`src/eth_loop_pkg.sv`:
```
package eth_loop_pkg;

	// ******************************
	// beat geometry
	// ******************************

	localparam int DATA_W = 64;        // bits per beat
	localparam int KEEP_W = DATA_W / 8; // one keep bit per byte

	// ******************************
	// buffer sizing
	// ******************************

	// ring of beats, one slot always left empty so full and empty differ
	localparam int BUF_DEPTH = 512;
	localparam int PTR_W     = $clog2(BUF_DEPTH); // 9 bits of address

	// hold-off after the external reset drops
	// kept short for simulation, hardware would hold much longer
	localparam int COLD_RESET_CYCLES = 16;
	localparam int COLD_CNT_W        = $clog2(COLD_RESET_CYCLES + 1); // must reach the full count

	localparam int DROP_W = 16; // dropped frame counter, wraps

	typedef logic [PTR_W-1:0] ptr_t; // buffer address

	// stored / transmitted beat, 73 bits
	typedef struct packed {
		logic [DATA_W-1:0] data;
		logic [KEEP_W-1:0] keep; // byte enables
		logic              last; // end of frame
	} buf_beat_t;

	// received beat, 74 bits
	// bad only counts on the last beat (fcs or phy error from the mac)
	typedef struct packed {
		logic [DATA_W-1:0] data;
		logic [KEEP_W-1:0] keep;
		logic              last;
		logic              bad;
	} rx_beat_t;

	// ******************************
	// FSM states
	// ******************************

	typedef enum logic [1:0] {
		WR_IDLE,  // waiting for the first beat of a frame
		WR_FRAME, // storing beats of a frame
		WR_DROP   // out of room, swallow the rest of the frame
	} wr_state_t;

	typedef enum logic {
		RD_IDLE, // no frame being fetched
		RD_SEND  // fetching beats of the current frame
	} rd_state_t;

endpackage

```
`src/cold_reset.sv`:
```
module cold_reset import eth_loop_pkg::*; (
	input  logic clk156,
	input  logic rst,     // external reset, sync active high
	output logic sys_rst  // internal reset for the whole datapath
);

	logic [COLD_CNT_W-1:0] cold_cnt; // cycles since rst went low

	// keep the path in reset a while after the external reset lets go
	// mirrors the power-up hold-off that waits for the core to settle
	always_ff @(posedge clk156) begin
		if (rst) begin
			cold_cnt <= '0;
			sys_rst  <= 1'b1;
		end else if (cold_cnt != COLD_CNT_W'(COLD_RESET_CYCLES)) begin
			cold_cnt <= cold_cnt + 1'b1; // still counting
			sys_rst  <= 1'b1;
		end else begin
			sys_rst <= 1'b0; // counter parks at the top value
		end
	end

endmodule

```
`config.mk`:
```
export PLATFORM = sky130hd
export DESIGN_NAME = cold_reset
export DESIGN_NICKNAME = d
export VERILOG_FILES = /design/src/eth_loop_pkg.sv /design/src/cold_reset.sv
export SDC_FILE = /design/constraint.sdc
export NUM_CORES = 1
export LEC_CHECK = 0
export ABC_AREA = 1
export BUFFER_PORTS_ARGS = -buffer_cell sky130_fd_sc_hd__buf_2
export CORE_AREA = 4 4 41 43
export DETAILED_ROUTE_END_ITERATION = 10
export DIE_AREA = 0 0 45 47
export HOLD_SLACK_MARGIN = 0.08
export SKIP_LAST_GASP = 1
export SYNTH_ARGS = -nofsm -noshare
export SYNTH_HDL_FRONTEND = slang
export SYNTH_SLANG_ARGS = --single-unit
```
`constraint.sdc`:
```
create_clock -name clk156 -period 1.1 [get_ports clk156]
set_input_delay 0.055 -clock clk156 [delete_from_list [all_inputs] [get_ports clk156]]
set_output_delay 0.055 -clock clk156 [all_outputs]
set_load 0.005 [all_outputs]
```
Yosys cells after proc, flatten, opt, wreduce, memory -nomap -nowiden
Cells that the tools add are included.
{ "totals": {"n_memories": 0, "latch_bits": 0, "rom_bits": 0, "out_inout_bits": 1, "in_bits": 2, "mem_bits_rw": 0, "reg_bits": 6} }
{ "op_classes": {"bitwise_logic": 0, "magnitude_cmp": 0, "n_div": 0, "addsub": 1, "shift": 0, "mul": 0, "mux": 1, "eq_ne": 1, "n_reduce_logical": 0} }
{ "op_table": {"columns": ["operator", "n"], "rows": [
  ["5-bit by 1-bit adder with 5-bit output, second input constant", 1],
  ["5-bit inequality test, second input constant", 1],
  ["1-bit two-way mux", 1]
]} }

Logic depth before layout (Yosys ltp)
{ "depth": {"ltp_word": 2, "ltp_mapped": 7, "mapped_depth_nobuf": 7} }

Worst setup path before layout
No wires, ideal clock.
{ "synth_timing": {"path_kind": "reg-to-reg", "start": "register cold_cnt[0]", "end": "register cold_cnt[2]", "path_stages_with_launch": 8, "arrival_time_ps": 893, "setup_time_ps": 64, "period_less_slack_ps": 957, "required_ps": 1036, "slack_ps": 143, "path_cell_list": "dfxtp_1 inv_1 ha_1 nand2_1 inv_1 nand2_2 nand2_2 nor2_1"} }
{ "synth_via": {"elab_chain_len": 1, "elab_cells_between_ends": 2, "cone_classes": "add/sub: 1; eq/ne: 1"} }
{ "synth_lines": {"columns": ["item", "line", "rtl"], "rows": [
  ["from (decl)", "cold_reset.sv:7", "logic [COLD_CNT_W-1:0] cold_cnt;"],
  ["from (signal assigned)", "cold_reset.sv:16", "cold_cnt <= cold_cnt + 1'b1;"],
  ["5-bit by 1-bit adder with 5-bit output / 5-bit inequality test (equally long branches)", "cold_reset.sv:16, cold_reset.sv:15", null]
]} }
Several ways; a longest one is shown, not always the timed one.
A chain may end at the register's enable or synchronous reset.

Worst setup path after layout
{ "layout_timing": {"start": "register cold_cnt[0]", "end": "register cold_cnt[0]"} }
Same word-level chain as after synthesis.

==> run metrics <==
Post-Syn Nets between 40 and 50; Slew @ Worst Pin between 200 and 250 ps; asr flop ratio synth 0%; Place WS 58.1 ps; Max clock buf depth 2; Die X between 40 and 50 um; critical-path cell list inv_1 -> ha_1 -> nand2_1 -> inv_1 -> nand2_2 -> nand3_1 -> nand2_1; Post-synth EDFFs 0; Synth area leaders dfxtp_1 41%, nand2_1 10%, ha_1 8.5%; Final period util 90.3%; Congestion Overflow GR 0; CTS tree done; CTS buffer count 3; DRC 0; Switching Share ~22%; FF-to-FF setup slack ~110 ps; initial antenna violation count 0; die area 0.00212 mm^2; clock power share roughly 40%; chip height 47 um; Layout area overhead 23.9%; syn_area_per_cell roughly 7.9 um^2; Worst Setup End Kind register; sw power roughly 110 uW; Yosys reg bits 6; Distinct cells, synth 11; largest net degree at the start of global routing 8; share of the synthesized area in the top cell type 41.0%; Core Area between 0.001 and 0.0015 mm^2; fin util between 20 and 30%; Final Max Tran Viols 0; HP Class reg2reg; Pwr Total between 400 and 500 uW; 1st-iter DRT viols 2; Synth Instances 37; IO Count 3; Buf+Inv Stages, Crit Path 2; Slowest Stage Delay on Critical Path 330 ps; Multi-input gate area about 140 um^2; YS warnings 0; clock sinks 6; Initial Util 22.5%; Slew headroom approximately 86%; DR WL/cell slightly above 7 um; setup TNS 0 ps; Seq pwr share about half; GRT Util Overall roughly 5.5%; Port-buffer cells 2; RSZ-0062 raised after global routing no; Setup Skew 3.32 ps; vias in the first global route between 150 and 200; Vias/cell 3.90; Req. time, crit path roughly 1200 ps; worst vdd ir just over 0.5 mV; Commonest cells post-synth 8 x nand2_1, 6 x dfxtp_1, 5 x inv_1, 4 x nand3_1, 4 x nor2_1; mapped cell area between 200 and 300 um^2; Cell Pwr Density ~1400 mW/mm^2; dpl hpwl around 320 um; first-pass GRT wire length ~720 um; dpl cell area between 300 and 400 um^2; status finished clean; area leader, netlist dfxtp_1; final setup margin around 110 ps; Clock Latency Late Sink 240 ps; ys flop type dfxtp_1; CP Max Fanout 5; Routability Congestion around 0.76; Hold WS between 500 and 600 ps; Worst setup SP type register; sequential fraction of the synthesis area between 40% and 50%; # nets final 50; CTS root buffer clkbuf_4; post-route ant nets 0; routed via count 230; Logic pwr share a little over a tenth; min Tclk post-route ~990 ps; leakage power around 0.18 nW; share of layout cells above drive strength 1 between 20 and 30%; Critical-path top delay cell dfxtp_2; fillers between 100 and 150; fin area approximately 360 um^2; row count 13; final setup fails 0; f_max slightly above 1000 MHz; most common cell in the synthesized netlist nand2_1; Post-Route WL ~420 um; max-cap viol count 0; total iterations of the first detailed-routing run 2; Ant. Diodes 0; crit path kind reg2reg; final-report hold violation count 0; Clk pin slew, worst setup/hold paths roughly 40 ps; Pint about 380 uW; final cell count without fillers 59; FF+latch area approximately 120 um^2; CTS H-tree lvls 1; crit path DAT between 1000 and 1500 ps; DP Cell Count between 50 and 60; Top delay family on crit path flip-flops
[final timing paths]
| check | startpoint | endpoint | depth (start not counted) |
|---|---|---|---|
| setup / recovery | cold_cnt[0] | cold_cnt[0] | 7 |
| hold / removal | cold_cnt[0] | cold_cnt[0] | 2 |
| setup reg to reg | cold_cnt[0] | cold_cnt[0] | 7 |
| hold reg to reg | cold_cnt[0] | cold_cnt[0] | 2 |
[cells by family after synthesis]
family | after synthesis | share of synthesized area [%]
buf+inv | 6 | 12.4
fa+ha+maj | 2 | 8.55
flops | 6 | 41.0
xor+xnor | 1 | 2.99
simple gates | 22 | 35.0
[power by group through the flow]
stage	clock network [mW]	logic [mW]	registers, mW
detailed placement	0	0.0496	0.245
CTS	0.209	0.0523	0.241
finish	0.196	0.0519	0.242
global route	0.225	0.0597	0.243
floorplan	0	0.0339	0.244
global placement	0	0.0491	0.245
[timing repair]
action | in CTS | in global routing
resized for setup | 0 | 1
hold buffers | 1 | 0
buffers inserted | 0 | 0
endpoints found under the hold margin | 1 | 0
endpoints found under the setup margin | 0 | 4
[layout make-up]
type | instances | share of cell area, %
multi-input combinational | 25 | 37.6
sequential | 6 | 33.4
inverter | 6 | 10.0
timing repair buffer | 4 | 7.59
clock buffer | 3 | 6.21
tap | 15 | 5.17
[metal layers]
layer	track usage, %	part of all wire [%]
met1	5.47	48
met2	6.21	37
met3	6.90	12
met4	3.51	2.4
met5	0	0
[sequential cells by signal, indices dropped and copies added (netlist names)]
| signal | cells |
|---|---|
| cold_cnt | 5 |
| sys_rst | 1 |
[placed cells by master, fill, tap and decap left out]
master / netlist / routed
dlygate4sd3_1: 0 / 1
nand4_1: 3 / 3
dfxtp_2: 0 / 1
xnor2_1: 1 / 1
bufinv_8: 1 / 1
nor2_1: 4 / 4
ha_1: 2 / 2
inv_1: 5 / 5
buf_2: 0 / 2
nor2_2: 1 / 1
nand3_1: 4 / 4
buf_4: 0 / 1
clkbuf_4: 0 / 3
dfxtp_1: 6 / 5
nand2_2: 2 / 2
nand2_1: 8 / 8
[worst register-to-register path: cells and delay by family (launching register included)]
family / cells / cell delay [ps]
flops: 1 / 330
simple gates: 4 / 250
buf+inv: 2 / 170
fa+ha+maj: 1 / 140
Note: power is estimated with default switching activity, not from simulation.
