$ cat src/eth_loop_pkg.sv
package eth_loop_pkg;

	// ******************************
	// beat geometry
	// ******************************

	localparam int DATA_W = 64;        // bits per beat
	localparam int KEEP_W = DATA_W / 8; // one keep bit per byte

	// ******************************
	// buffer sizing
	// ******************************

	// ring of beats, one slot always left empty so full and empty differ
	localparam int BUF_DEPTH = 512;
	localparam int PTR_W     = $clog2(BUF_DEPTH); // 9 bits of address

	// hold-off after the external reset drops
	// kept short for simulation, hardware would hold much longer
	localparam int COLD_RESET_CYCLES = 16;
	localparam int COLD_CNT_W        = $clog2(COLD_RESET_CYCLES + 1); // must reach the full count

	localparam int DROP_W = 16; // dropped frame counter, wraps

	typedef logic [PTR_W-1:0] ptr_t; // buffer address

	// stored / transmitted beat, 73 bits
	typedef struct packed {
		logic [DATA_W-1:0] data;
		logic [KEEP_W-1:0] keep; // byte enables
		logic              last; // end of frame
	} buf_beat_t;

	// received beat, 74 bits
	// bad only counts on the last beat (fcs or phy error from the mac)
	typedef struct packed {
		logic [DATA_W-1:0] data;
		logic [KEEP_W-1:0] keep;
		logic              last;
		logic              bad;
	} rx_beat_t;

	// ******************************
	// FSM states
	// ******************************

	typedef enum logic [1:0] {
		WR_IDLE,  // waiting for the first beat of a frame
		WR_FRAME, // storing beats of a frame
		WR_DROP   // out of room, swallow the rest of the frame
	} wr_state_t;

	typedef enum logic {
		RD_IDLE, // no frame being fetched
		RD_SEND  // fetching beats of the current frame
	} rd_state_t;

endpackage

$ cat src/tx_frame_reader.sv
module tx_frame_reader import eth_loop_pkg::*; (
	input  logic      clk156,
	input  logic      sys_rst,
	input  logic      frames_ready, // committed frames waiting in the store
	input  buf_beat_t rd_data,      // memory read data, one cycle after rd_en
	input  logic      tx_ready,     // back-pressure from the tx side
	output logic      rd_en,
	output ptr_t      rd_addr,      // next beat to fetch
	output ptr_t      rd_ptr,       // oldest beat not yet sent
	output logic      frame_done,   // last beat of a frame left
	output logic      tx_valid,
	output buf_beat_t tx_beat
);

	rd_state_t state;

	logic rd_pend; // a read was issued last cycle, rd_data holds it now

	// two entry skid buffer in front of tx
	buf_beat_t  sk_mem [2];
	logic       sk_wr;   // write slot
	logic       sk_rd;   // read slot, head of the queue
	logic [1:0] sk_cnt;  // entries held
	logic [2:0] sk_next; // entries held next cycle

	logic push;      // memory data enters the skid
	logic pop;       // beat transfers on tx
	logic fetch_end; // last beat of the frame just came back from memory
	logic start;     // begin fetching the next frame

	// ******************************
	// handshake and fetch control
	// ******************************

	assign push      = rd_pend;
	assign pop       = tx_valid && tx_ready;
	assign fetch_end = rd_pend && rd_data.last;

	assign sk_next = {1'b0, sk_cnt} + {2'b0, push} - {2'b0, pop};

	// fetch only if the skid can take the beat even with one still in flight
	// no fetch once the last beat shows up, so nothing past the frame is read
	assign rd_en = (state == RD_SEND) && (sk_next < 3'd2) && !fetch_end;

	// next frame only after the previous one drained, frames_ready then
	// counts frames that are really still waiting
	assign start = (state == RD_IDLE) && frames_ready && (sk_cnt == 2'd0) && !rd_pend;

	assign tx_valid   = (sk_cnt != 2'd0);
	assign tx_beat    = sk_mem[sk_rd]; // holds while stalled
	assign frame_done = pop && tx_beat.last;

	// ******************************
	// pointers, skid, FSM
	// ******************************

	always_ff @(posedge clk156) begin
		if (sys_rst) begin
			state   <= RD_IDLE;
			rd_pend <= 1'b0;
			rd_addr <= '0;
			rd_ptr  <= '0;
			sk_wr   <= 1'b0;
			sk_rd   <= 1'b0;
			sk_cnt  <= 2'd0;
		end else begin
			rd_pend <= rd_en;
			if (rd_en)
				rd_addr <= rd_addr + 1'b1;

			// slot frees up for the writer only once the beat is gone
			if (pop) begin
				rd_ptr <= rd_ptr + 1'b1;
				sk_rd  <= ~sk_rd;
			end
			if (push)
				sk_wr <= ~sk_wr;
			sk_cnt <= sk_next[1:0]; // never above two

			case (state)
				RD_IDLE: if (start)     state <= RD_SEND;
				RD_SEND: if (fetch_end) state <= RD_IDLE; // tail still in skid
				default:                state <= RD_IDLE;
			endcase
		end
	end

	// skid payload
	always_ff @(posedge clk156) begin
		if (push)
			sk_mem[sk_wr] <= rd_data;
	end

endmodule
$ cat config.mk
export PLATFORM = sky130hd
export DESIGN_NAME = tx_frame_reader
export DESIGN_NICKNAME = d
export VERILOG_FILES = /design/src/eth_loop_pkg.sv /design/src/tx_frame_reader.sv
export SDC_FILE = /design/constraint.sdc
export NUM_CORES = 1
export LEC_CHECK = 0
export BUFFER_PORTS_ARGS = -buffer_cell sky130_fd_sc_hd__buf_4
export CELL_PAD_IN_SITES_DETAIL_PLACEMENT = 0
export CELL_PAD_IN_SITES_GLOBAL_PLACEMENT = 1
export CORE_UTILIZATION = 30
export DETAILED_ROUTE_END_ITERATION = 8
export GPL_TIMING_DRIVEN = 1
export HOLD_SLACK_MARGIN = 0.15
export PLACE_DENSITY = 0.58
export SLEW_MARGIN = 15
export SYNTH_ARGS = -nofsm -noshare
export SYNTH_HDL_FRONTEND = slang
export SYNTH_SLANG_ARGS = --single-unit
$ cat constraint.sdc
create_clock -name clk156 -period 4 [get_ports clk156]
set_input_delay 0.2 -clock clk156 [delete_from_list [all_inputs] [get_ports clk156]]
set_output_delay 0.2 -clock clk156 [all_outputs]
set_load 0.005 [all_outputs]
# --- Yosys cells after proc, flatten, opt, wreduce, memory -nomap -nowiden ---
# Memories as Yosys holds them, arrays and structs flattened. A register that Yosys moved wholly into a read port is not among the register bits.
# Index checks and enable logic that the tools add are counted.
# Widths: inputs -> output; s select.
word_totals:
  regBits: 24
  ram_bits: 146
  inputBits: 77
  memories: 1
mem_list:
  columns: ["name", "words", "width", "rd", "rd_ports_with_merged_regs", "write_ports", "line", "text"]
  rows:
  - ["sk_mem", 2, 73, 1, 1, 1, "tx_frame_reader.sv:20", "buf_beat_t sk_mem [2];"]
op_classes:
  addsub: 4
  order_cmp: 1
  muxes: 7
  bitwise: 3
  n_reduce_logical: 12
ops:
  columns: ["cell", "count"]
  rows:
  - ["$add 9x1->9 const B", 2]
  - ["$logic_and 1x1->1", 8]
  - ["$mux 1", 6]
  - ["$add 2x1->3", 1]
  - ["$lt 3x2->1 const B", 1]
  - ["$not 1->1", 3]
  - ["$sub 3x1->3", 1]
  - ["$logic_not 1->1", 2]
  - ["$logic_not 2->1", 1]
  - ["$pmux 1 s2", 1]
  - ["$reduce_bool 2->1", 1]

# --- Longest topological paths before layout ---
# Gate-level depths: netlist (run 1).
logic_depth:
  word_depth: 6
  depth_mapped: 10

# --- Worst setup path before layout (run 1) ---
# OpenSTA, ideal clock, no wires.
synth_timing:
  path_kind: "register to register"
  from: "register rd_pend (netlist: push)"
  to: "memory sk_mem[0][0] (netlist bit) (enable)"
  setup_ns: 0.505
  arrival_ns: 3.481
  required_ns: 3.495
  setup_slack_ns: 0.015
  path_stages_with_launch: 3
  synth_period_minus_slack_ns: 3.985
  cell_sequence: "dfxtp_1 inv_1 nor2_1"
synth_between:
  elab_chain_cells: 2
synth_rtl:
  columns: ["element", "line", "text"]
  rows:
  - ["start: declaration", "tx_frame_reader.sv:17", "logic rd_pend;"]
  - ["start signal: assignment", "tx_frame_reader.sv:67", "rd_pend <= rd_en;"]
  - ["$mux 1", "tx_frame_reader.sv:90", "if (push)"]
  - ["$mux 1 (not written as such)", "tx_frame_reader.sv:91", "sk_mem[sk_wr] <= rd_data;"]
  - ["end: declaration", "tx_frame_reader.sv:20", null]
# Every way passes these cells.

# --- Final worst setup path (run 1) ---
layout_timing:
  from: "register sk_cnt[1]"
  to: "output port rd_en"
layout_between:
  elab_chain_cells: 6
  elab_cells_between_ends: 7
  classes_between: "add/sub: 2; order compare: 1; reduce/logical: 4"
layout_rtl:
  columns: ["element", "line", "text"]
  rows:
  - ["start: declaration", "tx_frame_reader.sv:23", "logic [1:0] sk_cnt;"]
  - ["start signal: assignment", "tx_frame_reader.sv:78", "sk_cnt <= sk_next[1:0];"]
  - ["branches (longest 2 deep; another with $add 2x1->3)", null, null]
  - ["$sub 3x1->3 *", "tx_frame_reader.sv:39", "assign sk_next = {1'b0, sk_cnt} + {2'b0, push} - {2'b0, pop};"]
  - ["named net sk_next[1]", "tx_frame_reader.sv:24", "logic [2:0] sk_next;"]
  - ["$lt 3x2->1 *", "tx_frame_reader.sv:43", "assign rd_en = (state == RD_SEND) && (sk_next < 3'd2) && !fetch_end;"]
  - ["$logic_and 1x1->1 * (2 in series)", "tx_frame_reader.sv:43", null]
  - ["end: declaration", "tx_frame_reader.sv:7", "output logic rd_en,"]
# Mark *: on every way through the listed nets, which the timed path passes.

==> results of run 1 <==
==> path summary, 6_finish.rpt <==
check / start / to / cells after the start
max: sk_cnt[1] / rd_en / 9
min: frames_ready / state / 5
max reg2reg: sk_cnt[1] / rd_addr[5] / 9
min reg2reg: state / state / 2
==> layout by cell type, fill, tap and decap left out, types with 2 or more instances in the layout <==
cell type | Yosys | layout
buf_4 | 0 | 171
nor2_1 | 17 | 16
edfxtp_1 | 146 | 146
nand2_1 | 7 | 7
inv_1 | 7 | 7
nand4_1 | 4 | 4
o31ai_1 | 4 | 4
bufinv_16 | 0 | 4
clkinv_2 | 0 | 2
ha_1 | 4 | 4
a21oi_1 | 8 | 8
inv_6 | 0 | 5
dlygate4sd3_1 | 0 | 74
clkbuf_16 | 0 | 17
or3_1 | 2 | 2
nand3_1 | 4 | 4
mux2i_1 | 2 | 2
or4_1 | 4 | 4
mux2_2 | 73 | 73
xnor2_1 | 7 | 7
o21ai_0 | 4 | 4
xor2_1 | 4 | 4
dfxtp_1 | 25 | 24
inv_8 | 0 | 2
nor3_1 | 4 | 4
nor2b_1 | 2 | 2
==> sequential cells by signal, indices dropped and copies added (netlist names), named ones only <==
signal   count
sk_rd        1
push         1
rd_addr      9
rd_ptr       9
state        1
sk_wr        1
sk_mem     146
sk_cnt       2
==> final cells by class <==
class	instances	area [µm²]	share of cell area
tap	270	338	0.0362
sequential	171	4890	0.524
multi-input combinational	163	1420	0.152
timing repair buffer	245	2020	0.217
clock buffer	17	425	0.0456
inverter	7	26.3	0.00282
clock inverter	15	209	0.0224
==> cells by family after synthesis <==
kind of cell,count (synthesis)
buf+inv,19
compound gates,18
simple gates,53
flops,171
xor+xnor,12
fa+ha+maj,5
mux,75
==> routing by layer <==
layer / part of all wire / track usage / vias up
met5: 0 / 0 / -
met3: 0.074 / 0.0438 / 8
met1: 0.46 / 0.163 / 1880
met4: 0.0088 / 0.0428 / 0
met2: 0.46 / 0.199 / 117
li1: - / - / 1846
==> metrics by stage <==
step / total power [µW] / setup WS (ps) / std cells / hold WS [ps]
6_report: 5510 / 1070 / 888 / 252
4_1_cts: 5600 / 1040 / 888 / 218
3_5_place_dp: 3750 / 1140 / 782 / 388
5_1_grt: 5790 / 848 / 888 / 299
2_1_floorplan: 3040 / 14.8 / 353 / 299
3_3_place_gp: 3740 / 1200 / 782 / 385
==> power by group <==
| group | internal (µW) | leakage, µW | switching [µW] | total (µW) |
|---|---|---|---|---|
| clock network | 1060 | 0.000314 | 705 | 1770 |
| registers | 2230 | 0.00153 | 188 | 2420 |
| logic | 800 | 0.00161 | 522 | 1320 |
==> worst max-delay path: cells and delay by family, from the launching register on <==
family	cells	cell delay [ps]
compound gates	1	300
flops	1	430
fa+ha+maj	3	850
simple gates	2	480
buf+inv	3	270
==> results.sh, run 1 <==
export IMPL_root_buffer="clkbuf_16"
export IMPL_via_count=3851
export IMPL_final_cell_area_um2=9330
export IMPL_placed_cell_area_um2=7960
export IMPL_clockBufferDepth=2
export IMPL_cts_tree="done"
export IMPL_grt_pass1_vias=4051
export IMPL_synth_flop_cell="edfxtp_1"
export IMPL_rsz0062_at_grt="false"
export IMPL_max_cap_violations=0
export IMPL_fin_util=0.455
export IMPL_htree_levels=4
export IMPL_fillers=1846
export IMPL_io_buffers=170
export IMPL_synthMuxAreaShare=0.132
export IMPL_clkTransAtPathRegs_ps=70
export IMPL_routed_wirelength_mm=13.7
export IMPL_slew_headroom=0.304
export IMPL_tightest_slew_ps=1040
export IMPL_routabilityCongestion=0.732
export IMPL_clock_sinks=171
export IMPL_crit_path_top_delay_cell="dfxtp_1"
export IMPL_drc=0
export IMPL_ys_seq_area_frac=0.767
export IMPL_nNetsFinal=687
export IMPL_slew_violations=0
export IMPL_antenna_left=0
export IMPL_cts_buffers_inserted=17
export IMPL_grt_pass1_wl_mm=21.1
export IMPL_yosysMostFrequentCell="edfxtp_1"
export IMPL_fin_tns_setup_ps=0
export IMPL_synth_top_family_by_area="multiplexers"
export IMPL_critical_path_max_stage_delay_ps=430
export IMPL_status="finished clean"
export IMPL_diodes=0
export IMPL_synth_area_um2=6360
export IMPL_setup_viol=0
export IMPL_overflow=0
export IMPL_avgSynthCellArea_um2=18.0
export IMPL_wire_per_inst_um=15.4
export IMPL_peakVddDrop_mv=0.312
export IMPL_yosys_area_share_simple=0.0438
export IMPL_postCtsResizedCells=0
export IMPL_synth_warning_count=0
export IMPL_synthToLayoutAreaGrowth_pct=46.6
export IMPL_coreArea_um2=20500
export IMPL_synth_top_area_frac=0.689
export IMPL_synthAdderAreaFrac=0.0110
export IMPL_crit_required_ps=3800
export IMPL_post_cts_buffers=0
export IMPL_clock_latency_ps=410
export IMPL_yosys_top_cells_count="edfxtp_1 (146), mux2_2 (73), dfxtp_1 (25), nor2_1 (17), clkbuf_1 (12)"
export IMPL_arrival_ps=2730
export IMPL_power_per_cell_area_nw_per_um2=590
export IMPL_crit_chain="o21a_1, ha_1, inv_1, ha_1, fa_1, and2b_1, nand3_2, inv_1, buf_4"
export IMPL_synth_largest_area_cell="edfxtp_1"
export IMPL_die_area_um2=21800
export IMPL_min_path_type="in2reg"
export IMPL_synthesis_nets=435
export IMPL_fp_dieH_um=148
export IMPL_endpoint_kind="output pin"
export IMPL_worstSetupPathType="reg2out"
export IMPL_synthCells=353
export IMPL_synthXorXnorAreaFrac=0.0177
export IMPL_grt_start_max_net_pins=74
export IMPL_ctsHoldBuffers=74
export IMPL_dpl_hpwl_mm=8.36
export IMPL_skew_ps=6.18
export IMPL_dr_pass1_iters=5
export IMPL_drtIter0Drc=129
export IMPL_grt_use_total=0.127
export IMPL_initial_core_util=0.311
export IMPL_finalHoldViolations=0
export IMPL_std_cell_rows=52
export IMPL_p_leak_uw=0.00345
export IMPL_async_flop_share=0
export IMPL_synth_compound_area_frac=0.0165
export IMPL_fmax_mhz=341
export IMPL_fin_crit_sh=0.733
export IMPL_die_w_um=148
export IMPL_ys_ff_latch=171
export IMPL_vias_per_cell=4.34
export IMPL_io_pins=171
export IMPL_synth_edf_count=146
export IMPL_drive_above_1_share=0.458
export IMPL_rrSetupSlack_ps=1120
export IMPL_post_route_min_period_ps=2930
export IMPL_synthDistinctLibCells=32
export IMPL_antenna_found_initial=0
export IMPL_crit_fanout=8
export IMPL_startpoint_type="flop"
export IMPL_synth_top_cells_by_area="edfxtp_1 (69%), mux2_2 (13%), dfxtp_1 (7.9%)"
(Power assumes the default switching activity.)
==> run 2: changes to the inputs <==
Settings changed: PLACE_DENSITY 0.58 to 0.56.
Clock period 4 ns to 2.9 ns, I/O delays scaled along.
==> results.sh, run 2 (synthesized netlist as in run 1, its figures left out) <==
export IMPL_diodes=0
export IMPL_drc=0
export IMPL_regMostFlops="sk_mem"
export IMPL_initial_core_util=0.311
export IMPL_wire_per_inst_um=15.7
export IMPL_worstSetupPathType="reg2out"
export IMPL_routed_wirelength_mm=14.0
export IMPL_htree_levels=4
export IMPL_cts_buffers_inserted=17
export IMPL_p_leak_uw=0.00348
export IMPL_post_place_ws_ps=158
export IMPL_postCtsResizedCells=0
export IMPL_max_cap_violations=0
export IMPL_drive_above_1_share=0.460
export IMPL_dpl_hpwl_mm=8.93
export IMPL_final_common_cell="buf_4"
export IMPL_fillers=1872
export IMPL_coreArea_um2=20500
export IMPL_fmax_mhz=360
export IMPL_fp_dieH_um=148
export IMPL_grt_pass1_wl_mm=22.1
export IMPL_layoutNonFillerInstCount=892
export IMPL_ff2ff_path_depth=9
export IMPL_via_count=3920
export IMPL_top_regs="sk_mem: 146 flops, rd_addr: 9 flops, rd_ptr: 9 flops"
export IMPL_nNetsFinal=691
export IMPL_cts_tree="done"
export IMPL_rsz0062_at_grt="true"
export IMPL_layout_setup_ws_ps=123
export IMPL_endpoint_kind="output pin"
export IMPL_post_route_min_period_ps=2780
export IMPL_grt_pass1_vias=4194
export IMPL_fin_util=0.460
export IMPL_layout_common_cells="buf_4 (171), edfxtp_1 (146), dlygate4sd3_1 (75)"
export IMPL_io_buffers=170
export IMPL_tightest_slew_ps=599
export IMPL_worst_path_buf_inv=3
export IMPL_vias_per_cell=4.39
export IMPL_power_per_cell_area_nw_per_um2=822
export IMPL_routabilityCongestion=0.751
export IMPL_grt_start_max_net_pins=70
export IMPL_critical_path_max_stage_delay_ps=440
export IMPL_holdPathStages=5
export IMPL_fin_crit_sh=0.958
export IMPL_arrival_ps=2630
export IMPL_antenna_found_initial=0
export IMPL_clkTransAtPathRegs_ps=70
export IMPL_crit_chain="o21a_1, ha_1, inv_1, ha_1, fa_1, and2b_1, nand3_2, inv_1, buf_4"
export IMPL_crit_required_ps=2760
export IMPL_grt_use_total=0.134
export IMPL_finalPower_uw=7740
export IMPL_multi_input_area_um2=1420
export IMPL_slew_headroom=0.601
export IMPL_crit_path_top_delay_cell="fa_1"
export IMPL_antenna_left=0
export IMPL_std_cell_rows=52
export IMPL_largest_register_ffs=146
export IMPL_skew_ps=12.0
export IMPL_numPlacedInstances=785
export IMPL_overflow=0
export IMPL_clock_latency_ps=430
export IMPL_path_depth=9
export IMPL_dr_pass1_iters=4
export IMPL_die_w_um=148
export IMPL_clock_sinks=171
export IMPL_crit_fanout=8
export IMPL_min_path_type="in2reg"
export IMPL_setup_viol=0
export IMPL_startpoint_type="flop"
export IMPL_status="finished clean"
export IMPL_clockBufferDepth=2
export IMPL_root_buffer="clkbuf_16"
export IMPL_io_pins=171
export IMPL_regArea_um2=4890
export IMPL_path_delay_family="adder cells"
export IMPL_peakVddDrop_mv=0.376
export IMPL_die_area_um2=21800
export IMPL_finalHoldViolations=0
export IMPL_drtIter0Drc=149
export IMPL_slew_violations=0
export IMPL_synthToLayoutAreaGrowth_pct=48.1
## run 2: worst paths after layout
kind / startpoint / to / slack, ps
min: tx_ready / rd_ptr[0] / 270
max: sk_cnt[1] / rd_en / 120
min reg2reg: rd_addr[5] / rd_addr[5] / 510
max reg2reg: sk_cnt[1] / rd_addr[6] / 150
## run 2: repair_timing
item	CTS	global route
buffers inserted	0	0
hold buffers	75	0
endpoints found under the hold margin	171	0
endpoints found under the setup margin	0	3
## run 2: area by class of cell
class	instances	area share
Timing Repair Buffer	249	0.222
Multi-Input combinational cell	163	0.151
Tap cell	270	0.0358
Clock buffer	17	0.0451
Clock inverter	15	0.0250
Sequential cell	171	0.519
Inverter	7	0.00279
## run 2: power breakdown
group / internal, µW / total [µW] / switching, µW
Sequential: 3070 / 3240 / 177
Clock: 1550 / 2530 / 985
Combinational: 1150 / 1970 / 821
## run 2: worst reg2reg max path, delay by kind of cell (launching register included)
kind | cells | cell delay, ps
compound gates | 2 | 390
fa+ha+maj | 3 | 900
buf+inv | 1 | 40
flops | 1 | 370
simple gates | 3 | 1000
## run 2: per-stage QoR
stage | area, µm² | hold WS, ps | setup TNS (ps)
finish | 9430 | 266 | 0
global route | 9430 | 324 | -29.3
CTS | 9430 | 245 | 0
detailed placement | 8020 | 333 | 0
global placement | 8020 | 330 | 0
floorplan | 6370 | 244 | 0
## run 2: layer usage
metal / vias up / global-route usage / share of wire
met3: 12 / 0.0410 / 0.067
li1: 1856 / - / -
met5: - / 0 / 0
met1: 1927 / 0.169 / 0.44
met4: 0 / 0.0536 / 0.012
met2: 125 / 0.215 / 0.48
==> run 3: changes to the inputs <==
Settings changed: CELL_PAD_IN_SITES_DETAIL_PLACEMENT 0 to not set, CELL_PAD_IN_SITES_GLOBAL_PLACEMENT 1 to not set, PLACE_DENSITY 0.56 to 0.47, REMOVE_ABC_BUFFERS set to 1.
==> results.sh, run 3 (synthesized netlist as in run 1, its figures left out) <==
export IMPL_use_met2=0.205
export IMPL_root_buffer="clkbuf_16"
export IMPL_numPlacedInstances=785
export IMPL_post_place_ws_ps=183
export IMPL_arrival_ps=3050
export IMPL_crit_path_top_delay_cell="or4_1"
export IMPL_peakVddDrop_mv=0.358
export IMPL_power_per_cell_area_nw_per_um2=807
export IMPL_htree_levels=4
export IMPL_routabilityCongestion=0.742
export IMPL_nNetsFinal=691
export IMPL_fmax_mhz=370
export IMPL_clock_latency_ps=410
export IMPL_setup_viol=0
export IMPL_crit_chain="o21a_1, ha_1, inv_1, ha_1, fa_1, xor2_2, nand4_2, or4_1, a21oi_1"
export IMPL_die_w_um=148
export IMPL_initial_core_util=0.311
export IMPL_slew_headroom=0.632
export IMPL_grt_pass1_wl_mm=21.3
export IMPL_io_pins=171
export IMPL_diodes=0
export IMPL_fillers=1818
export IMPL_critical_path_max_stage_delay_ps=530
export IMPL_path_delay_family="adder cells"
export IMPL_cts_tree="done"
export IMPL_finalPower_uw=7570
export IMPL_crit_top_cell="ha_1"
export IMPL_min_path_type="in2reg"
export IMPL_crit_required_ps=3250
export IMPL_top_usage_layer="met2"
export IMPL_io_buffers=170
export IMPL_dr_pass1_iters=4
export IMPL_vias_per_cell=4.35
export IMPL_met3_usage=0.0414
export IMPL_post_cts_buffers=0
export IMPL_largest_register_ffs=146
export IMPL_tightest_slew_ps=549
export IMPL_drtIter0Drc=180
export IMPL_endpoint_kind="flop"
export IMPL_fp_dieH_um=148
export IMPL_clock_sinks=171
export IMPL_antenna_left=0
export IMPL_top_regs="sk_mem: 146 flops, rd_addr: 9 flops, rd_ptr: 9 flops"
export IMPL_layout_setup_ws_ps=196
export IMPL_drive_above_1_share=0.461
export IMPL_worst_path_buf_inv=1
export IMPL_std_cell_rows=52
export IMPL_dpl_hpwl_mm=8.54
export IMPL_coreArea_um2=20500
export IMPL_die_area_um2=21800
export IMPL_p_leak_uw=0.00346
export IMPL_overflow=0
export IMPL_clockBufferDepth=2
export IMPL_routed_wirelength_mm=13.5
export IMPL_fin_crit_sh=0.932
export IMPL_grt_pass1_vias=4109
export IMPL_grt_start_max_net_pins=74
export IMPL_cts_buffers_inserted=17
export IMPL_via_count=3877
export IMPL_grt_use_total=0.128
export IMPL_met1_usage=0.160
export IMPL_clkTransAtPathRegs_ps=70
export IMPL_wire_per_inst_um=15.2
export IMPL_max_cap_violations=0
export IMPL_drc=0
export IMPL_skew_ps=7.29
export IMPL_startpoint_type="flop"
export IMPL_slew_violations=0
export IMPL_rsz0062_at_grt="false"
export IMPL_layout_common_cells="buf_4 (171), edfxtp_1 (146), dlygate4sd3_1 (75)"
export IMPL_status="finished clean"
export IMPL_worstSetupPathType="reg2reg"
export IMPL_antenna_found_initial=0
export IMPL_regMostFlops="sk_mem"
export IMPL_post_route_min_period_ps=2700
export IMPL_final_common_cell="buf_4"
export IMPL_synthToLayoutAreaGrowth_pct=47.5
export IMPL_finalHoldViolations=0
export IMPL_layoutNonFillerInstCount=892
export IMPL_crit_fanout=6
## run 3: cell types whose count changed in the layout (fill, tap and decap cells not counted)
cell / before / now
inv_6: 3 / 4
clkbuf_1: 0 / 1
and2b_1: 1 / 0
clkinv_2: 0 / 1
and2b_2: 0 / 1
nand3_4: 0 / 1
bufinv_16: 5 / 3
clkinvlp_4: 2 / 3
nand3_2: 1 / 0
clkinv_4: 2 / 1
clkinv_1: 1 / 0
## run 3: path summary, 6_finish.rpt
path / slack [ps] / start / to / cells past startpoint
worst max-delay path: 200 / sk_cnt[1] / rd_addr[8] / 9
worst min-delay path: 270 / tx_ready / rd_ptr[0] / 5
worst max register to register: 200 / sk_cnt[1] / rd_addr[8] / 9
worst min register to register: 510 / rd_addr[8] / rd_addr[8] / 2
## run 3: cell type report
| class | instances | area (µm²) | area share |
|---|---|---|---|
| timing repair buffer | 249 | 2090 | 0.223 |
| inverter | 7 | 26.3 | 0.00280 |
| clock buffer | 18 | 429 | 0.0457 |
| multi-input combinational | 163 | 1430 | 0.152 |
| sequential | 171 | 4890 | 0.521 |
| tap | 270 | 338 | 0.0360 |
| clock inverter | 14 | 184 | 0.0196 |
## run 3: worst register-to-register path, stage by stage (launching register included)
cell	delay [ps]
dfxtp_1	370
o21a_1	210
ha_1	270
inv_1	40
ha_1	180
fa_1	400
xor2_2	280
nand4_2	200
or4_1	530
a21oi_1	160
## run 3: power by group
group          leakage [µW]  internal, µW  switching, µW
Combinational       0.00164          1150            853
Clock              0.000292          1380            972
Sequential          0.00153          3070            152
Total               0.00346          5600           1980
## run 3: metrics by stage
stage,TNS [ps],cell area (µm²),utilization,hold WS (ps)
2_1_floorplan,-79220,6320,-,214
3_3_place_gp,0,8020,0.391,330
3_5_place_dp,0,8020,0.391,333
4_1_cts,0,9380,0.458,251
5_1_grt,0,9390,0.458,287
6_report,0,9390,0.458,270
## run 3: metal layers
metal / routed length, µm / vias up
li1: - / 1862
met5: 0 / -
met2: 6280 / 122
met3: 995 / 11
met1: 6130 / 1882
met4: 142 / 0
## run 3: repair_timing
action,in CTS,in global routing
resized for setup,0,2
hold endpoints to repair,171,0
hold buffers,75,0
endpoints found under the setup margin,0,1
