**src/eth_loop_pkg.sv**
```systemverilog
package eth_loop_pkg;

	// ******************************
	// beat geometry
	// ******************************

	localparam int DATA_W = 64;        // bits per beat
	localparam int KEEP_W = DATA_W / 8; // one keep bit per byte

	// ******************************
	// buffer sizing
	// ******************************

	// ring of beats, one slot always left empty so full and empty differ
	localparam int BUF_DEPTH = 512;
	localparam int PTR_W     = $clog2(BUF_DEPTH); // 9 bits of address

	// hold-off after the external reset drops
	// kept short for simulation, hardware would hold much longer
	localparam int COLD_RESET_CYCLES = 16;
	localparam int COLD_CNT_W        = $clog2(COLD_RESET_CYCLES + 1); // must reach the full count

	localparam int DROP_W = 16; // dropped frame counter, wraps

	typedef logic [PTR_W-1:0] ptr_t; // buffer address

	// stored / transmitted beat, 73 bits
	typedef struct packed {
		logic [DATA_W-1:0] data;
		logic [KEEP_W-1:0] keep; // byte enables
		logic              last; // end of frame
	} buf_beat_t;

	// received beat, 74 bits
	// bad only counts on the last beat (fcs or phy error from the mac)
	typedef struct packed {
		logic [DATA_W-1:0] data;
		logic [KEEP_W-1:0] keep;
		logic              last;
		logic              bad;
	} rx_beat_t;

	// ******************************
	// FSM states
	// ******************************

	typedef enum logic [1:0] {
		WR_IDLE,  // waiting for the first beat of a frame
		WR_FRAME, // storing beats of a frame
		WR_DROP   // out of room, swallow the rest of the frame
	} wr_state_t;

	typedef enum logic {
		RD_IDLE, // no frame being fetched
		RD_SEND  // fetching beats of the current frame
	} rd_state_t;

endpackage

```
**src/rx_frame_writer.sv**
```systemverilog
module rx_frame_writer import eth_loop_pkg::*; (
	input  logic              clk156,
	input  logic              sys_rst,
	input  logic              rx_valid,    // mac rx is never stalled
	input  rx_beat_t          rx_beat,
	input  ptr_t              rd_ptr,      // oldest unsent beat from the reader
	output logic              wr_en,       // memory write port
	output ptr_t              wr_addr,
	output buf_beat_t         wr_data,
	output logic              commit_en,   // one frame now complete in memory
	output logic [DROP_W-1:0] frame_drops  // bad or overflowed frames
);

	wr_state_t state;

	ptr_t commit_ptr; // start of the frame being written
	ptr_t spec_ptr;   // speculative next free slot
	ptr_t spec_next;

	logic room;     // one more beat still leaves a gap before rd_ptr
	logic store;    // this beat goes into memory
	logic good_end; // last beat of a frame that is kept
	logic drop_end; // last beat of a frame that is thrown away

	// ******************************
	// space and frame end decode
	// ******************************

	assign spec_next = spec_ptr + 1'b1; // wraps with the ring

	// writing at spec_ptr leaves spec_next free unless it hits rd_ptr
	assign room = (spec_next != rd_ptr);

	assign store = rx_valid && room && (state != WR_DROP);

	assign good_end = rx_valid && rx_beat.last && store && !rx_beat.bad;
	assign drop_end = rx_valid && rx_beat.last && !good_end; // bad, full or already dropping

	// ******************************
	// pointers, counters, FSM
	// ******************************

	always_ff @(posedge clk156) begin
		if (sys_rst) begin
			state       <= WR_IDLE;
			commit_ptr  <= '0;
			spec_ptr    <= '0;
			wr_en       <= 1'b0;
			commit_en   <= 1'b0;
			frame_drops <= '0;
		end else begin
			wr_en     <= store;    // write lands one cycle after the beat
			commit_en <= good_end; // lines up with the last beat's write

			if (good_end) begin
				commit_ptr <= spec_next; // frame becomes visible
				spec_ptr   <= spec_next;
			end else if (drop_end) begin
				spec_ptr <= commit_ptr; // rewind so the partial frame is forgotten
			end else if (store) begin
				spec_ptr <= spec_next;
			end

			if (drop_end)
				frame_drops <= frame_drops + 1'b1;

			case (state)
				WR_IDLE: begin
					// single beat frames stay in idle
					if (rx_valid && !rx_beat.last)
						state <= room ? WR_FRAME : WR_DROP;
				end
				WR_FRAME: begin
					if (rx_valid) begin
						if (rx_beat.last)
							state <= WR_IDLE;
						else if (!room)
							state <= WR_DROP; // buffer filled mid frame
					end
				end
				WR_DROP: begin
					if (rx_valid && rx_beat.last)
						state <= WR_IDLE; // drop counted above
				end
				default: state <= WR_IDLE;
			endcase
		end
	end

	// memory write payload lags the beat by one cycle
	always_ff @(posedge clk156) begin
		if (store) begin
			wr_addr      <= spec_ptr;
			wr_data.data <= rx_beat.data;
			wr_data.keep <= rx_beat.keep;
			wr_data.last <= rx_beat.last;
		end
	end

endmodule

```
**config.mk**
```make
export PLATFORM = sky130hd
export DESIGN_NAME = rx_frame_writer
export DESIGN_NICKNAME = d
export VERILOG_FILES = /design/src/eth_loop_pkg.sv /design/src/rx_frame_writer.sv
export SDC_FILE = /design/constraint.sdc
export NUM_CORES = 1
export LEC_CHECK = 0
export BUFFER_PORTS_ARGS = -buffer_cell sky130_fd_sc_hd__buf_2
export CORE_UTILIZATION = 40
export CTS_BUF_LIST = sky130_fd_sc_hd__clkbuf_16
export DETAILED_ROUTE_END_ITERATION = 12
export PLACE_DENSITY = 0.68
export SLEW_MARGIN = 10
export SYNTH_ARGS = -nofsm -noshare
export SYNTH_HDL_FRONTEND = slang
export SYNTH_SLANG_ARGS = --single-unit
```
**constraint.sdc**
```tcl
create_clock -name clk156 -period 4.8 [get_ports clk156]
set_clock_uncertainty 0.05 [all_clocks]
set_input_delay 0.72 -clock clk156 [delete_from_list [all_inputs] [get_ports clk156]]
set_output_delay 0.72 -clock clk156 [all_outputs]
set_load 0.005 [all_outputs]
```
---- Word-level counts from Yosys, hierarchy flattened ----
Index checks and enable logic that the tools add are counted.
W data, S select, Z words.
word-level totals
  flip-flop bits (word level) ............. 120
  latch bits .............................. 0
  bits in writable memories ............... 0
  ROM bits ................................ 0
  input port bits ......................... 86
  output and inout port bits .............. 100
  word-level logic and storage cells ...... 43
  memories kept ........................... 0
cells by class
  $add $sub $neg .......................... 2
  multipliers ............................. 0
  div/mod/pow operators ................... 0
  $lt $le $gt $ge ......................... 0
  equal/unequal tests ..................... 8
  shifts and indexed selects .............. 0
  muxes and demuxes ....................... 10
  bitwise operators ....................... 0
  reduce and logical (&&, ||, !) cells .... 13
operators with widths
  cell                     number
  $mux W9                  3
  $add A16 B1 Y16 const B  1
  $mux W2                  6
  $add A9 B1 Y9 const B    1
  $ne A9 B9 Y1             1
  $ne A2 B2 Y1 const B     4
  $logic_and A1 B1 Y1      7
  $pmux W2 S3              1
  $reduce_and A4 Y1        1
  $logic_not A1 Y1         3
  $ne A3 B3 Y1 const B     1
  $reduce_bool A3 Y1       1
  $eq A2 B1 Y1 const B     1
  $eq A2 B2 Y1 const B     1
  $logic_not A2 Y1         1

---- Depth between registers and ports, before layout ----
Gate-level depths: netlist (run 1).
  word-level depth ........................ 10
  mapped depth ............................ 11
  gate-level depth less buffers ........... 9

---- Least setup slack after synthesis (run 1) ----
No wires, ideal clock.
  path kind ............................... input port to flip-flop
  from .................................... in rd_ptr[3]
  to ...................................... reg wr_addr[0], enable pin
  library setup time ...................... 451 ps
  arrival time ............................ 3459 ps
  required time ........................... 4299 ps
  setup slack ............................. 840 ps
  cell stages on the path ................. 5
  buffers on the path ..................... 0
  cells stage by stage .................... xnor3_1 o31a_1 o2111a_2 nand3_1 and3_1
between the ends
  longest elaborated chain between the ends .. 3
RTL lines
  element                            line                   text
  start, declared                    rx_frame_writer.sv:6   input ptr_t rd_ptr,
  $ne A9 B9 Y1                       rx_frame_writer.sv:32  assign room = (spec_next != rd_ptr);
  $logic_and A1 B1 Y1 (2 in series)  rx_frame_writer.sv:34  assign store = rx_valid && room && (state != WR_DROP);
  named net store                    rx_frame_writer.sv:21  logic store;
  end signal, assigned               rx_frame_writer.sv:93  wr_addr <= spec_ptr;
  end, declared                      rx_frame_writer.sv:8   output ptr_t wr_addr,
The timed path passes the listed nets, and every way through them passes these cells.
A chain may end at the register's enable or synchronous reset.

---- Final worst setup path (run 1) ----
  from .................................... reg spec_ptr[0]
  to ...................................... reg spec_ptr[2]
between the ends
  longest elaborated chain between the ends .. 10
  elaborated cells on any way between the ends .. 12
  classes of those cells .................. add/sub: 1; eq/ne: 1; mux: 3; reduce/logical: 7
RTL lines
  element                            line                   text
  start, declared                    rx_frame_writer.sv:17  ptr_t spec_ptr;
  start signal, assigned             rx_frame_writer.sv:57  spec_ptr <= spec_next;
  start signal, assigned             rx_frame_writer.sv:59  spec_ptr <= commit_ptr;
  start signal, assigned             rx_frame_writer.sv:61  spec_ptr <= spec_next;
  $add A9 B1 Y9 (*)                  rx_frame_writer.sv:29  assign spec_next = spec_ptr + 1'b1;
  $ne A9 B9 Y1                       rx_frame_writer.sv:32
  $logic_and A1 B1 Y1 (2 in series)  rx_frame_writer.sv:34
  $logic_and A1 B1 Y1 (2 in series)  rx_frame_writer.sv:36  assign good_end = rx_valid && rx_beat.last && store && !rx_beat.bad;
  $logic_not A1 Y1                   rx_frame_writer.sv:37  assign drop_end = rx_valid && rx_beat.last && !good_end;
  $logic_and A1 B1 Y1                rx_frame_writer.sv:37
  $mux W9                            rx_frame_writer.sv:58  end else if (drop_end) begin
  $mux W9                            rx_frame_writer.sv:55  if (good_end) begin
Mark *: on every way between the ends. The rest lies on a longest branch, timed or not. The select of a mux whose other input is x is not followed.

==> impl_metrics.tcl, run 1 <==
set metrics [dict create \
    synth-async-reset-ratio 0 \
    io_pins 186 \
    yosysWarnings 0 \
    start_util 0.411 \
    relSlewSlack 0.283 \
    rows 39 \
    synthTopCellsByArea "edfxtp_1 (52%), dfxtp_1 (16%), xnor2_1 (3.3%), nor2_1 (2.2%), nand2_1 (1.7%)" \
    synth_flop_cell "edfxtp_1" \
    cts_hold_buf 0 \
    drive_above_1_share 0.445 \
    clk_path_buf_depth 2 \
    antenna_cells 0 \
    core_mm2 0.0115 \
    vias 3415 \
    yosysTopAreaCellShare 0.522 \
    synth_largest_area_cell "edfxtp_1" \
    p_per_area_mw_per_mm2 412 \
    postLayoutSetupSlackWorst_ns 1.28 \
    r2r_start "spec_ptr[0]" \
    avgViaCountPerCell 5.02 \
    cts_tree "built" \
    first_global_vias 3322 \
    tightest_slew_ns 1.08 \
    post-route-period-util 0.734 \
    gp_congestion 0.807 \
    worstPathArrival_ns 3.77 \
    critPathMaxFanout 24 \
    hold_end "state[0]" \
    dp_hpwl_um 7840 \
    cts_resized 0 \
    drt-initial-drc-count 334 \
    regToRegEndpoint "spec_ptr[2]" \
    utilization 0.552 \
    maxCapViolations 0 \
    r2r_cells 9 \
    cts_buffers 17 \
    ys_seq_area_frac 0.684 \
    min_from "state[1]" \
    path_class "flip-flop to flip-flop" \
    timing.fmax_ghz 0.284 \
    die_area_mm2 0.0122 \
    gr-total-overflow 0 \
    wl_per_cell_um 16.4 \
    dr.pass1.iters 4 \
    antenna_found_initial 1 \
    sequential_cell_area_mm2 0.00322 \
    syn_nets 424 \
    grt_pass1_wl_um 17700 \
    ys_ff_latch 120 \
    synth.distinct_cells 60 \
    end_kind "flip-flop" \
    globalRouteTotalUtil 0.188 \
    synth_edf_count 82 \
    syn_area_per_cell_um2 14.0 \
    die_h_um 111 \
    syn_to_final_growth_pct 34.2 \
    clock_latency_ns 0.41 \
    period_needed_ns 3.52 \
    cts_root_buf "clkbuf_16" \
    final.setup.tns_ns 0 \
    io_buffer_count 185 \
    cts_htree_levels 4 \
    final_antenna_net_count 0 \
    nets 612 \
    setup_viol 0 \
    hold_path_depth 1 \
    cts_setup_buffers 0 \
    cp-start-kind "flip-flop" \
    mappedNetlistArea_mm2 0.00471 \
    synth_most_common_cell "edfxtp_1" \
    required_ns 5.05 \
    slew_viol_final 0 \
    routed_wl_um 11100 \
    rsz0062_at_grt "false" \
    finalHoldViolations 0 \
    hold_path_class "flip-flop to flip-flop" \
    p_leak_nw 2.61 \
    path_clk_slew_ns 0.06 \
    multi_input_area_mm2 0.00137 \
    status "finished clean" \
    die_w_um 111 \
    cts_sinks 120 \
    reg2reg_slack_ns 1.28 \
    synth_common_cells "edfxtp_1 (82), dfxtp_1 (38), nor2_1 (28), nand2_1 (21), xnor2_1 (18)" \
    nFillCells 975 \
    synthCells 336 \
    grt_max_degree 84 \
    irDropWorstVdd_uv 286 \
    dp_slack_ns 1.31 \
    drc 0 \
]
## how the worst max path moves through the flow
stage / start / endpoint / slack, ns
6_report: spec_ptr[0] / spec_ptr[2] / 1.28
3_5_place_dp: spec_ptr[0] / spec_ptr[2] / 1.31
5_1_grt: spec_ptr[0] / spec_ptr[2] / 1.05
3_3_place_gp: spec_ptr[0] / spec_ptr[2] / 1.43
2_1_floorplan: rd_ptr[3] / wr_addr[0] / 0.84
4_1_cts: spec_ptr[0] / spec_ptr[2] / 1.29
## stage by stage
| step | hold WS [ns] | instance area (um2) | cells | total power [W] |
|---|---|---|---|---|
| 2_1_floorplan | 0.353 | 4710 | 336 | 0.00127 |
| 3_3_place_gp | 0.385 | 5720 | 648 | 0.00135 |
| 3_5_place_dp | 0.400 | 5720 | 648 | 0.00136 |
| 4_1_cts | 0.408 | 6330 | 680 | 0.00264 |
| 5_1_grt | 0.418 | 6330 | 680 | 0.00270 |
| 6_report | 0.405 | 6330 | 680 | 0.00260 |
## state kept, by name, indices dropped and copies added, names as in the netlist
register,cells
spec_ptr,9
wr_addr,9
wr_data,73
commit_ptr,9
frame_drops,16
state,2
commit_en,1
wr_en,1
## critical path: stages, from the launching register on
cell       delay, ns
dfxtp_1         0.55
ha_1            0.35
nand3_1         0.21
xnor2_1         0.21
a2111oi_2       0.22
o2111a_2        0.32
a31oi_4         0.31
nor2_2          0.53
mux2_1          0.38
a211o_1         0.28
## cell families after synthesis
kind of cell | share of synthesized area
fa+ha+maj | 0.00531
buf+inv | 0.0258
xor+xnor | 0.0547
simple gates | 0.136
mux | 0.00770
compound gates | 0.0865
flops | 0.684
## cells in the final DEF, fill, tap and decap left out, types with 2 or more instances in the layout
master | Yosys | layout
clkinvlp_4 | 0 | 4
xnor2_1 | 18 | 18
ha_1 | 2 | 2
buf_2 | 4 | 185
nor2_1 | 28 | 28
nand2b_1 | 3 | 3
clkinv_4 | 0 | 3
nor4_2 | 5 | 5
a22o_1 | 5 | 5
clkbuf_16 | 0 | 17
a31oi_1 | 2 | 2
nand3b_1 | 2 | 2
nand2_1 | 21 | 21
a211o_1 | 3 | 3
and2_1 | 3 | 3
inv_6 | 0 | 2
o21ai_0 | 12 | 12
a211oi_1 | 7 | 7
o31a_1 | 2 | 2
nor2b_1 | 3 | 3
or3_1 | 5 | 5
nor3_1 | 6 | 6
edfxtp_1 | 82 | 82
nor3b_1 | 3 | 3
nand3_1 | 12 | 12
dfxtp_1 | 38 | 38
xor2_1 | 7 | 7
clkinv_2 | 0 | 2
o31ai_1 | 3 | 3
inv_1 | 6 | 7
o211ai_1 | 2 | 2
nor4b_2 | 2 | 2
and3_1 | 3 | 2
a21oi_1 | 7 | 7
bufinv_16 | 0 | 3
nand4_1 | 2 | 2
## layout make-up
class                      instances  share of cell area
sequential                       120               0.509
multi-input combinational        194               0.217
timing repair buffer             185               0.146
clock buffer                      17              0.0672
tap                              143              0.0283
clock inverter                    15              0.0281
inverter                           6             0.00356
## routing by layer
metal | track usage | part of all wire | vias up | wire (um)
met3 | 0.0582 | 0.067 | 11 | 744
li1 | - | - | 1626 | -
met4 | 0.0676 | 0.010 | 2 | 111
met2 | 0.321 | 0.51 | 138 | 5730
met5 | 0 | 0.0012 | - | 13
met1 | 0.222 | 0.41 | 1638 | 4540
## power breakdown
part | total [W] | switching (W) | internal [W]
logic | 0.000157 | 0.0000854 | 0.0000712
clock network | 0.00127 | 0.000455 | 0.000817
registers | 0.00118 | 0.0000176 | 0.00116
total | 0.00260 | 0.000558 | 0.00205
No activity file was read; power rests on OpenSTA's default activity.
==> run 2, diff against run 1 <==
--- a/config.mk
+++ b/config.mk
@@ -9,7 +9,7 @@
 export CORE_UTILIZATION = 40
 export CTS_BUF_LIST = sky130_fd_sc_hd__clkbuf_16
 export DETAILED_ROUTE_END_ITERATION = 12
-export PLACE_DENSITY = 0.68
+export PLACE_DENSITY = 0.7
 export SLEW_MARGIN = 10
 export SYNTH_ARGS = -nofsm -noshare
 export SYNTH_HDL_FRONTEND = slang
==> constraint.sdc (replaced) <==
create_clock -name clk156 -period 3.1 [get_ports clk156]
set_clock_uncertainty 0.05 [all_clocks]
set_input_delay 0.465 -clock clk156 [delete_from_list [all_inputs] [get_ports clk156]]
set_output_delay 0.465 -clock clk156 [all_outputs]
set_load 0.005 [all_outputs]
==> run 2 against run 1 <==
Compared with the run above: sequential power increased by 53%; largest power group unchanged; combinational power is 72% higher; count of clock-buffer cells in the layout unchanged; largest cell class unchanged; die area unchanged.
==> impl_metrics.tcl, run 2 (synthesis gave the netlist of run 1 again) <==
set metrics [dict create \
    timing.hold.ws_ns 0.193 \
    p_leak_nw 2.68 \
    avgViaCountPerCell 4.95 \
    routed_wl_um 11000 \
    mostFrequentLayoutCell "buf_2" \
    globalRouteTotalUtil 0.183 \
    dpl-instance-area_mm2 0.00586 \
    path_class "flip-flop to flip-flop" \
    cts_root_buf "clkbuf_16" \
    first_global_vias 3390 \
    cts_sinks 120 \
    utilization 0.560 \
    clock_latency_ns 0.39 \
    antenna_cells 0 \
    top_regs "wr_data: 73 flops, frame_drops: 16 flops" \
    slew_viol_final 0 \
    end_kind "flip-flop" \
    die_area_mm2 0.0122 \
    largest_reg_flops 73 \
    post-route-period-util 0.883 \
    timing.fmax_ghz 0.365 \
    finalHoldViolations 0 \
    core_mm2 0.0115 \
    gp_congestion 0.878 \
    drt-initial-drc-count 277 \
    top_register "wr_data" \
    cts_tree "built" \
    period_needed_ns 2.74 \
    top_usage_layer "met2" \
    cts_hold_buf 0 \
    dp_slack_ns 0.384 \
    io_pins 186 \
    cts_resized 0 \
    wl_per_cell_um 15.8 \
    antenna_found_initial 0 \
    grt_pass1_wl_um 17400 \
    maxCapViolations 0 \
    cpPeakStageDelay_ns 0.34 \
    irDropWorstVdd_uv 435 \
    drc 0 \
    tightest_slew_ns 0.459 \
    path_common_cell "xnor2_1" \
    relSlewSlack 0.694 \
    rows 39 \
    p_per_area_mw_per_mm2 611 \
    critPathMaxFanout 6 \
    start_util 0.411 \
    grtUsageMet1 0.217 \
    rsz0062_at_grt "false" \
    grt_use_met3 0.0543 \
    drive_above_1_share 0.456 \
    die_w_um 111 \
    worstPathArrival_ns 2.97 \
    cp-start-kind "flip-flop" \
    syn_to_final_growth_pct 36.3 \
    setup_viol 0 \
    required_ns 3.33 \
    nets 625 \
    fin_area_mm2 0.00642 \
    crit_path_cell_trace "ha_1 -> xnor2_1 -> xnor2_1 -> a2111oi_2 -> o2111a_2 -> a31oi_4 -> nor2_2 -> mux2_1 -> a211o_1" \
    crit_path_top_delay_cell "mux2_1" \
    vias 3429 \
    final_antenna_net_count 0 \
    die_h_um 111 \
    mostFrequentLayoutCells "buf_2 (185), edfxtp_1 (82), dfxtp_1 (38)" \
    gr-usage-met2 0.313 \
    io_buffer_count 185 \
    path_clk_slew_ns 0.06 \
    cts_setup_buffers 0 \
    postLayoutSetupSlackWorst_ns 0.363 \
    hold_path_class "input pin to flip-flop" \
    grt_max_degree 26 \
    status "finished clean" \
    gr-total-overflow 0 \
    dr.pass1.iters 4 \
    cts_buffers 17 \
    cts_htree_levels 4 \
    final.setup.tns_ns 0 \
    clk_path_buf_depth 2 \
    dp_hpwl_um 8030 \
]
## run 2: cell types whose count changed in the layout (fill, tap and decap cells not counted), sizes merged
cell,before,now
buf,185,198
clkinv,5,9
inv,9,7
bufinv,3,2
clkinvlp,4,3
## run 2: worst paths after layout
check / startpoint / to / slack (ns) / cells after the start
min reg2reg: state[1] / state[0] / 0.40 / 1
max: spec_ptr[0] / spec_ptr[2] / 0.36 / 9
min: rx_beat[48] / wr_data[47] / 0.19 / 1
max reg2reg: spec_ptr[0] / spec_ptr[2] / 0.36 / 9
## run 2: area by class of cell
type | count | area, um2
Tap cell | 143 | 179
Multi-Input combinational cell | 194 | 1370
Timing Repair Buffer | 198 | 1060
Clock buffer | 17 | 425
Sequential cell | 120 | 3220
Inverter | 6 | 22.5
Fill cell | 955 | 5040
Clock inverter | 15 | 138
## run 2: per-stage QoR
| step | total power, W | instances |
|---|---|---|
| 2_1_floorplan | 0.00196 | 336 |
| 3_3_place_gp | 0.00211 | 661 |
| 3_5_place_dp | 0.00212 | 661 |
| 4_1_cts | 0.00398 | 693 |
| 5_1_grt | 0.00407 | 693 |
| 6_report | 0.00393 | 693 |
## run 2: critical path: cells and delay by family (launching register included)
family / cells / cell delay [ns]
AOI/OAI and AO/OA: 4 / 1.02
and+or+nand+nor: 1 / 0.23
muxes: 1 / 0.34
adders and majority gates: 1 / 0.28
DFF: 1 / 0.31
xor gates and xnor gates: 2 / 0.38
## run 2: layer usage
metal | part of all wire | routed length, um | vias up
met2 | 0.51 | 5610 | 128
met3 | 0.061 | 672 | 10
met1 | 0.42 | 4580 | 1638
li1 | - | - | 1653
met5 | 0 | 0 | -
met4 | 0.011 | 116 | 0
## run 2: where the power goes
| group | leakage (nW) | total (W) | switching [W] | internal [W] |
|---|---|---|---|---|
| Combinational | 1.29 | 0.000270 | 0.000143 | 0.000127 |
| Sequential | 1.12 | 0.00181 | 0.0000217 | 0.00179 |
| Clock | 0.277 | 0.00184 | 0.000673 | 0.00117 |
==> run 3, diff against run 2 <==
--- a/config.mk
+++ b/config.mk
@@ -5,7 +5,7 @@
 export SDC_FILE = /design/constraint.sdc
 export NUM_CORES = 1
 export LEC_CHECK = 0
-export BUFFER_PORTS_ARGS = -buffer_cell sky130_fd_sc_hd__buf_2
+export BUFFER_PORTS_ARGS = -buffer_cell sky130_fd_sc_hd__buf_4
 export CORE_UTILIZATION = 40
 export CTS_BUF_LIST = sky130_fd_sc_hd__clkbuf_16
 export DETAILED_ROUTE_END_ITERATION = 12
==> run 3 against run 2 <==
Compared with the run above: cell area increased by 7.4%; global-route usage increased by 0.90 points; register-to-register slack got worse by 0.12 ns; critical path depth unchanged; combinational power is 21% higher; clock power increased by 7%; fmax is 4.3% lower; die area unchanged; worst hold slack worse by 0.0074 ns; largest power group unchanged.
==> impl_metrics.tcl, run 3 (synthesis gave the netlist of run 1 again) <==
set metrics [dict create \
    place_inst 659 \
    power_frac_clock 0.478 \
    drive_above_1_share 0.446 \
    cts_hold_buf 0 \
    end_kind "flip-flop" \
    gp_congestion 0.867 \
    post-route-period-util 0.923 \
    nets 623 \
    required_ns 3.35 \
    mostFrequentLayoutCell "buf_4" \
    path_clk_slew_ns 0.05 \
    drc 0 \
    syn_to_final_growth_pct 46.4 \
    crit_path_cell_trace "and3_2 -> nand3_2 -> xor2_1 -> o2111a_2 -> a31oi_4 -> buf_4 -> nor3b_1 -> a211o_1 -> a22o_1" \
    crit_path_top_delay_cell "dfxtp_1" \
    cts_htree_levels 4 \
    cts_sinks 120 \
    drt-initial-drc-count 300 \
    dp_hpwl_um 8140 \
    gr-total-overflow 0 \
    die_w_um 111 \
    wl_per_cell_um 16.4 \
    timing.fmax_ghz 0.349 \
    clock_latency_ns 0.40 \
    grt_max_degree 38 \
    cts_buffers 17 \
    clk_path_buf_depth 2 \
    p_leak_nw 2.84 \
    setup_viol 0 \
    p_int_w 0.00329 \
    path_class "flip-flop to flip-flop" \
    fin_area_mm2 0.00690 \
    avgViaCountPerCell 4.96 \
    final_cells 690 \
    irDropWorstVdd_uv 340 \
    dpl-instance-area_mm2 0.00631 \
    worstPathArrival_ns 3.11 \
    cts_setup_buffers 0 \
    maxCapViolations 0 \
    mostFrequentLayoutCells "buf_4 (193), edfxtp_1 (82), dfxtp_1 (38)" \
    grt_pass1_wl_um 17900 \
    power_frac_seq 0.442 \
    largest_reg_flops 73 \
    dr.pass1.iters 4 \
    status "finished clean" \
    antenna_cells 0 \
    relSlewSlack 0.725 \
    start_util 0.411 \
    period_needed_ns 2.86 \
    cts_resized 0 \
    antenna_found_initial 0 \
    finalHoldViolations 0 \
    rows 39 \
    io_pins 186 \
    globalRouteTotalUtil 0.192 \
    final.setup.tns_ns 0 \
    top_register "wr_data" \
    slew_viol_final 0 \
    rsz0062_at_grt "false" \
    swShare 0.199 \
    io_buffer_count 185 \
    cpPeakStageDelay_ns 0.49 \
    power.switching_w 0.000818 \
    core_mm2 0.0115 \
    timing.hold.ws_ns 0.186 \
    vias 3421 \
    die_h_um 111 \
    pwr-share-comb 0.079 \
    cts_root_buf "clkbuf_16" \
    top_regs "wr_data: 73 flops, frame_drops: 16 flops" \
    p_per_area_mw_per_mm2 596 \
    die_area_mm2 0.0122 \
    cp-start-kind "flip-flop" \
    tightest_slew_ns 0.412 \
    first_global_vias 3297 \
    routed_wl_um 11300 \
    final_antenna_net_count 0 \
    critPathMaxFanout 14 \
    cts_tree "built" \
    hold_path_class "input pin to flip-flop" \
]
## run 3: cell types whose count changed in the layout (fill, tap and decap cells not counted)
cell,delta
bufinv_16,+2
clkinv_1,+2
clkinv_4,-1
clkinvlp_4,-3
buf_4,+183
buf_2,-185
clkinv_2,-3
inv_1,+2
## run 3: per-layer routing
metal  GRT usage  part of all wire
met1       0.229              0.40
met2       0.319              0.51
met3      0.0670             0.070
met5           0                 0
met4      0.0738             0.022
## run 3: layout make-up
class / count / area (um2)
well taps: 143 / 179
clock inverters: 14 / 166
fillers: 894 / 4570
repair buffers: 196 / 1510
inverters: 6 / 22.5
multi-input cells: 194 / 1370
flip-flops and latches: 120 / 3220
clock buffers: 17 / 425
## run 3: worst paths after layout
| path | end | slack [ns] | depth (start not counted) | startpoint |
|---|---|---|---|---|
| hold reg to reg | commit_ptr[1] | 0.41 | 2 | commit_ptr[1] |
| setup / recovery | spec_ptr[3] | 0.24 | 9 | spec_ptr[3] |
| setup reg to reg | spec_ptr[3] | 0.24 | 9 | spec_ptr[3] |
| hold / removal | wr_data[47] | 0.19 | 1 | rx_beat[48] |
## run 3: through the flow
step	utilization	power, W	setup WS [ns]
after floorplan	-	0.00196	0.0628
after detailed placement	0.550	0.00218	0.268
after CTS	0.602	0.00416	0.262
after global placement	0.550	0.00217	0.308
final	0.602	0.00411	0.239
after global routing	0.602	0.00425	0.0490
## run 3: critical path: cells and delay by family (launching register included)
| kind | cells | cell delay (ns) |
|---|---|---|
| compound gates | 4 | 1.17 |
| simple gates | 3 | 0.54 |
| flops | 1 | 0.49 |
| buf+inv | 1 | 0.30 |
| xor+xnor | 1 | 0.20 |
## run 3: power groups by stage
stage / clock, W / combinational, W / sequential [W]
6_report: 0.00197 / 0.000326 / 0.00182
5_1_grt: 0.00208 / 0.000351 / 0.00182
4_1_cts: 0.00201 / 0.000331 / 0.00182
3_5_place_dp: 0 / 0.000329 / 0.00185
3_3_place_gp: 0 / 0.000325 / 0.00185
2_1_floorplan: 0 / 0.000103 / 0.00186
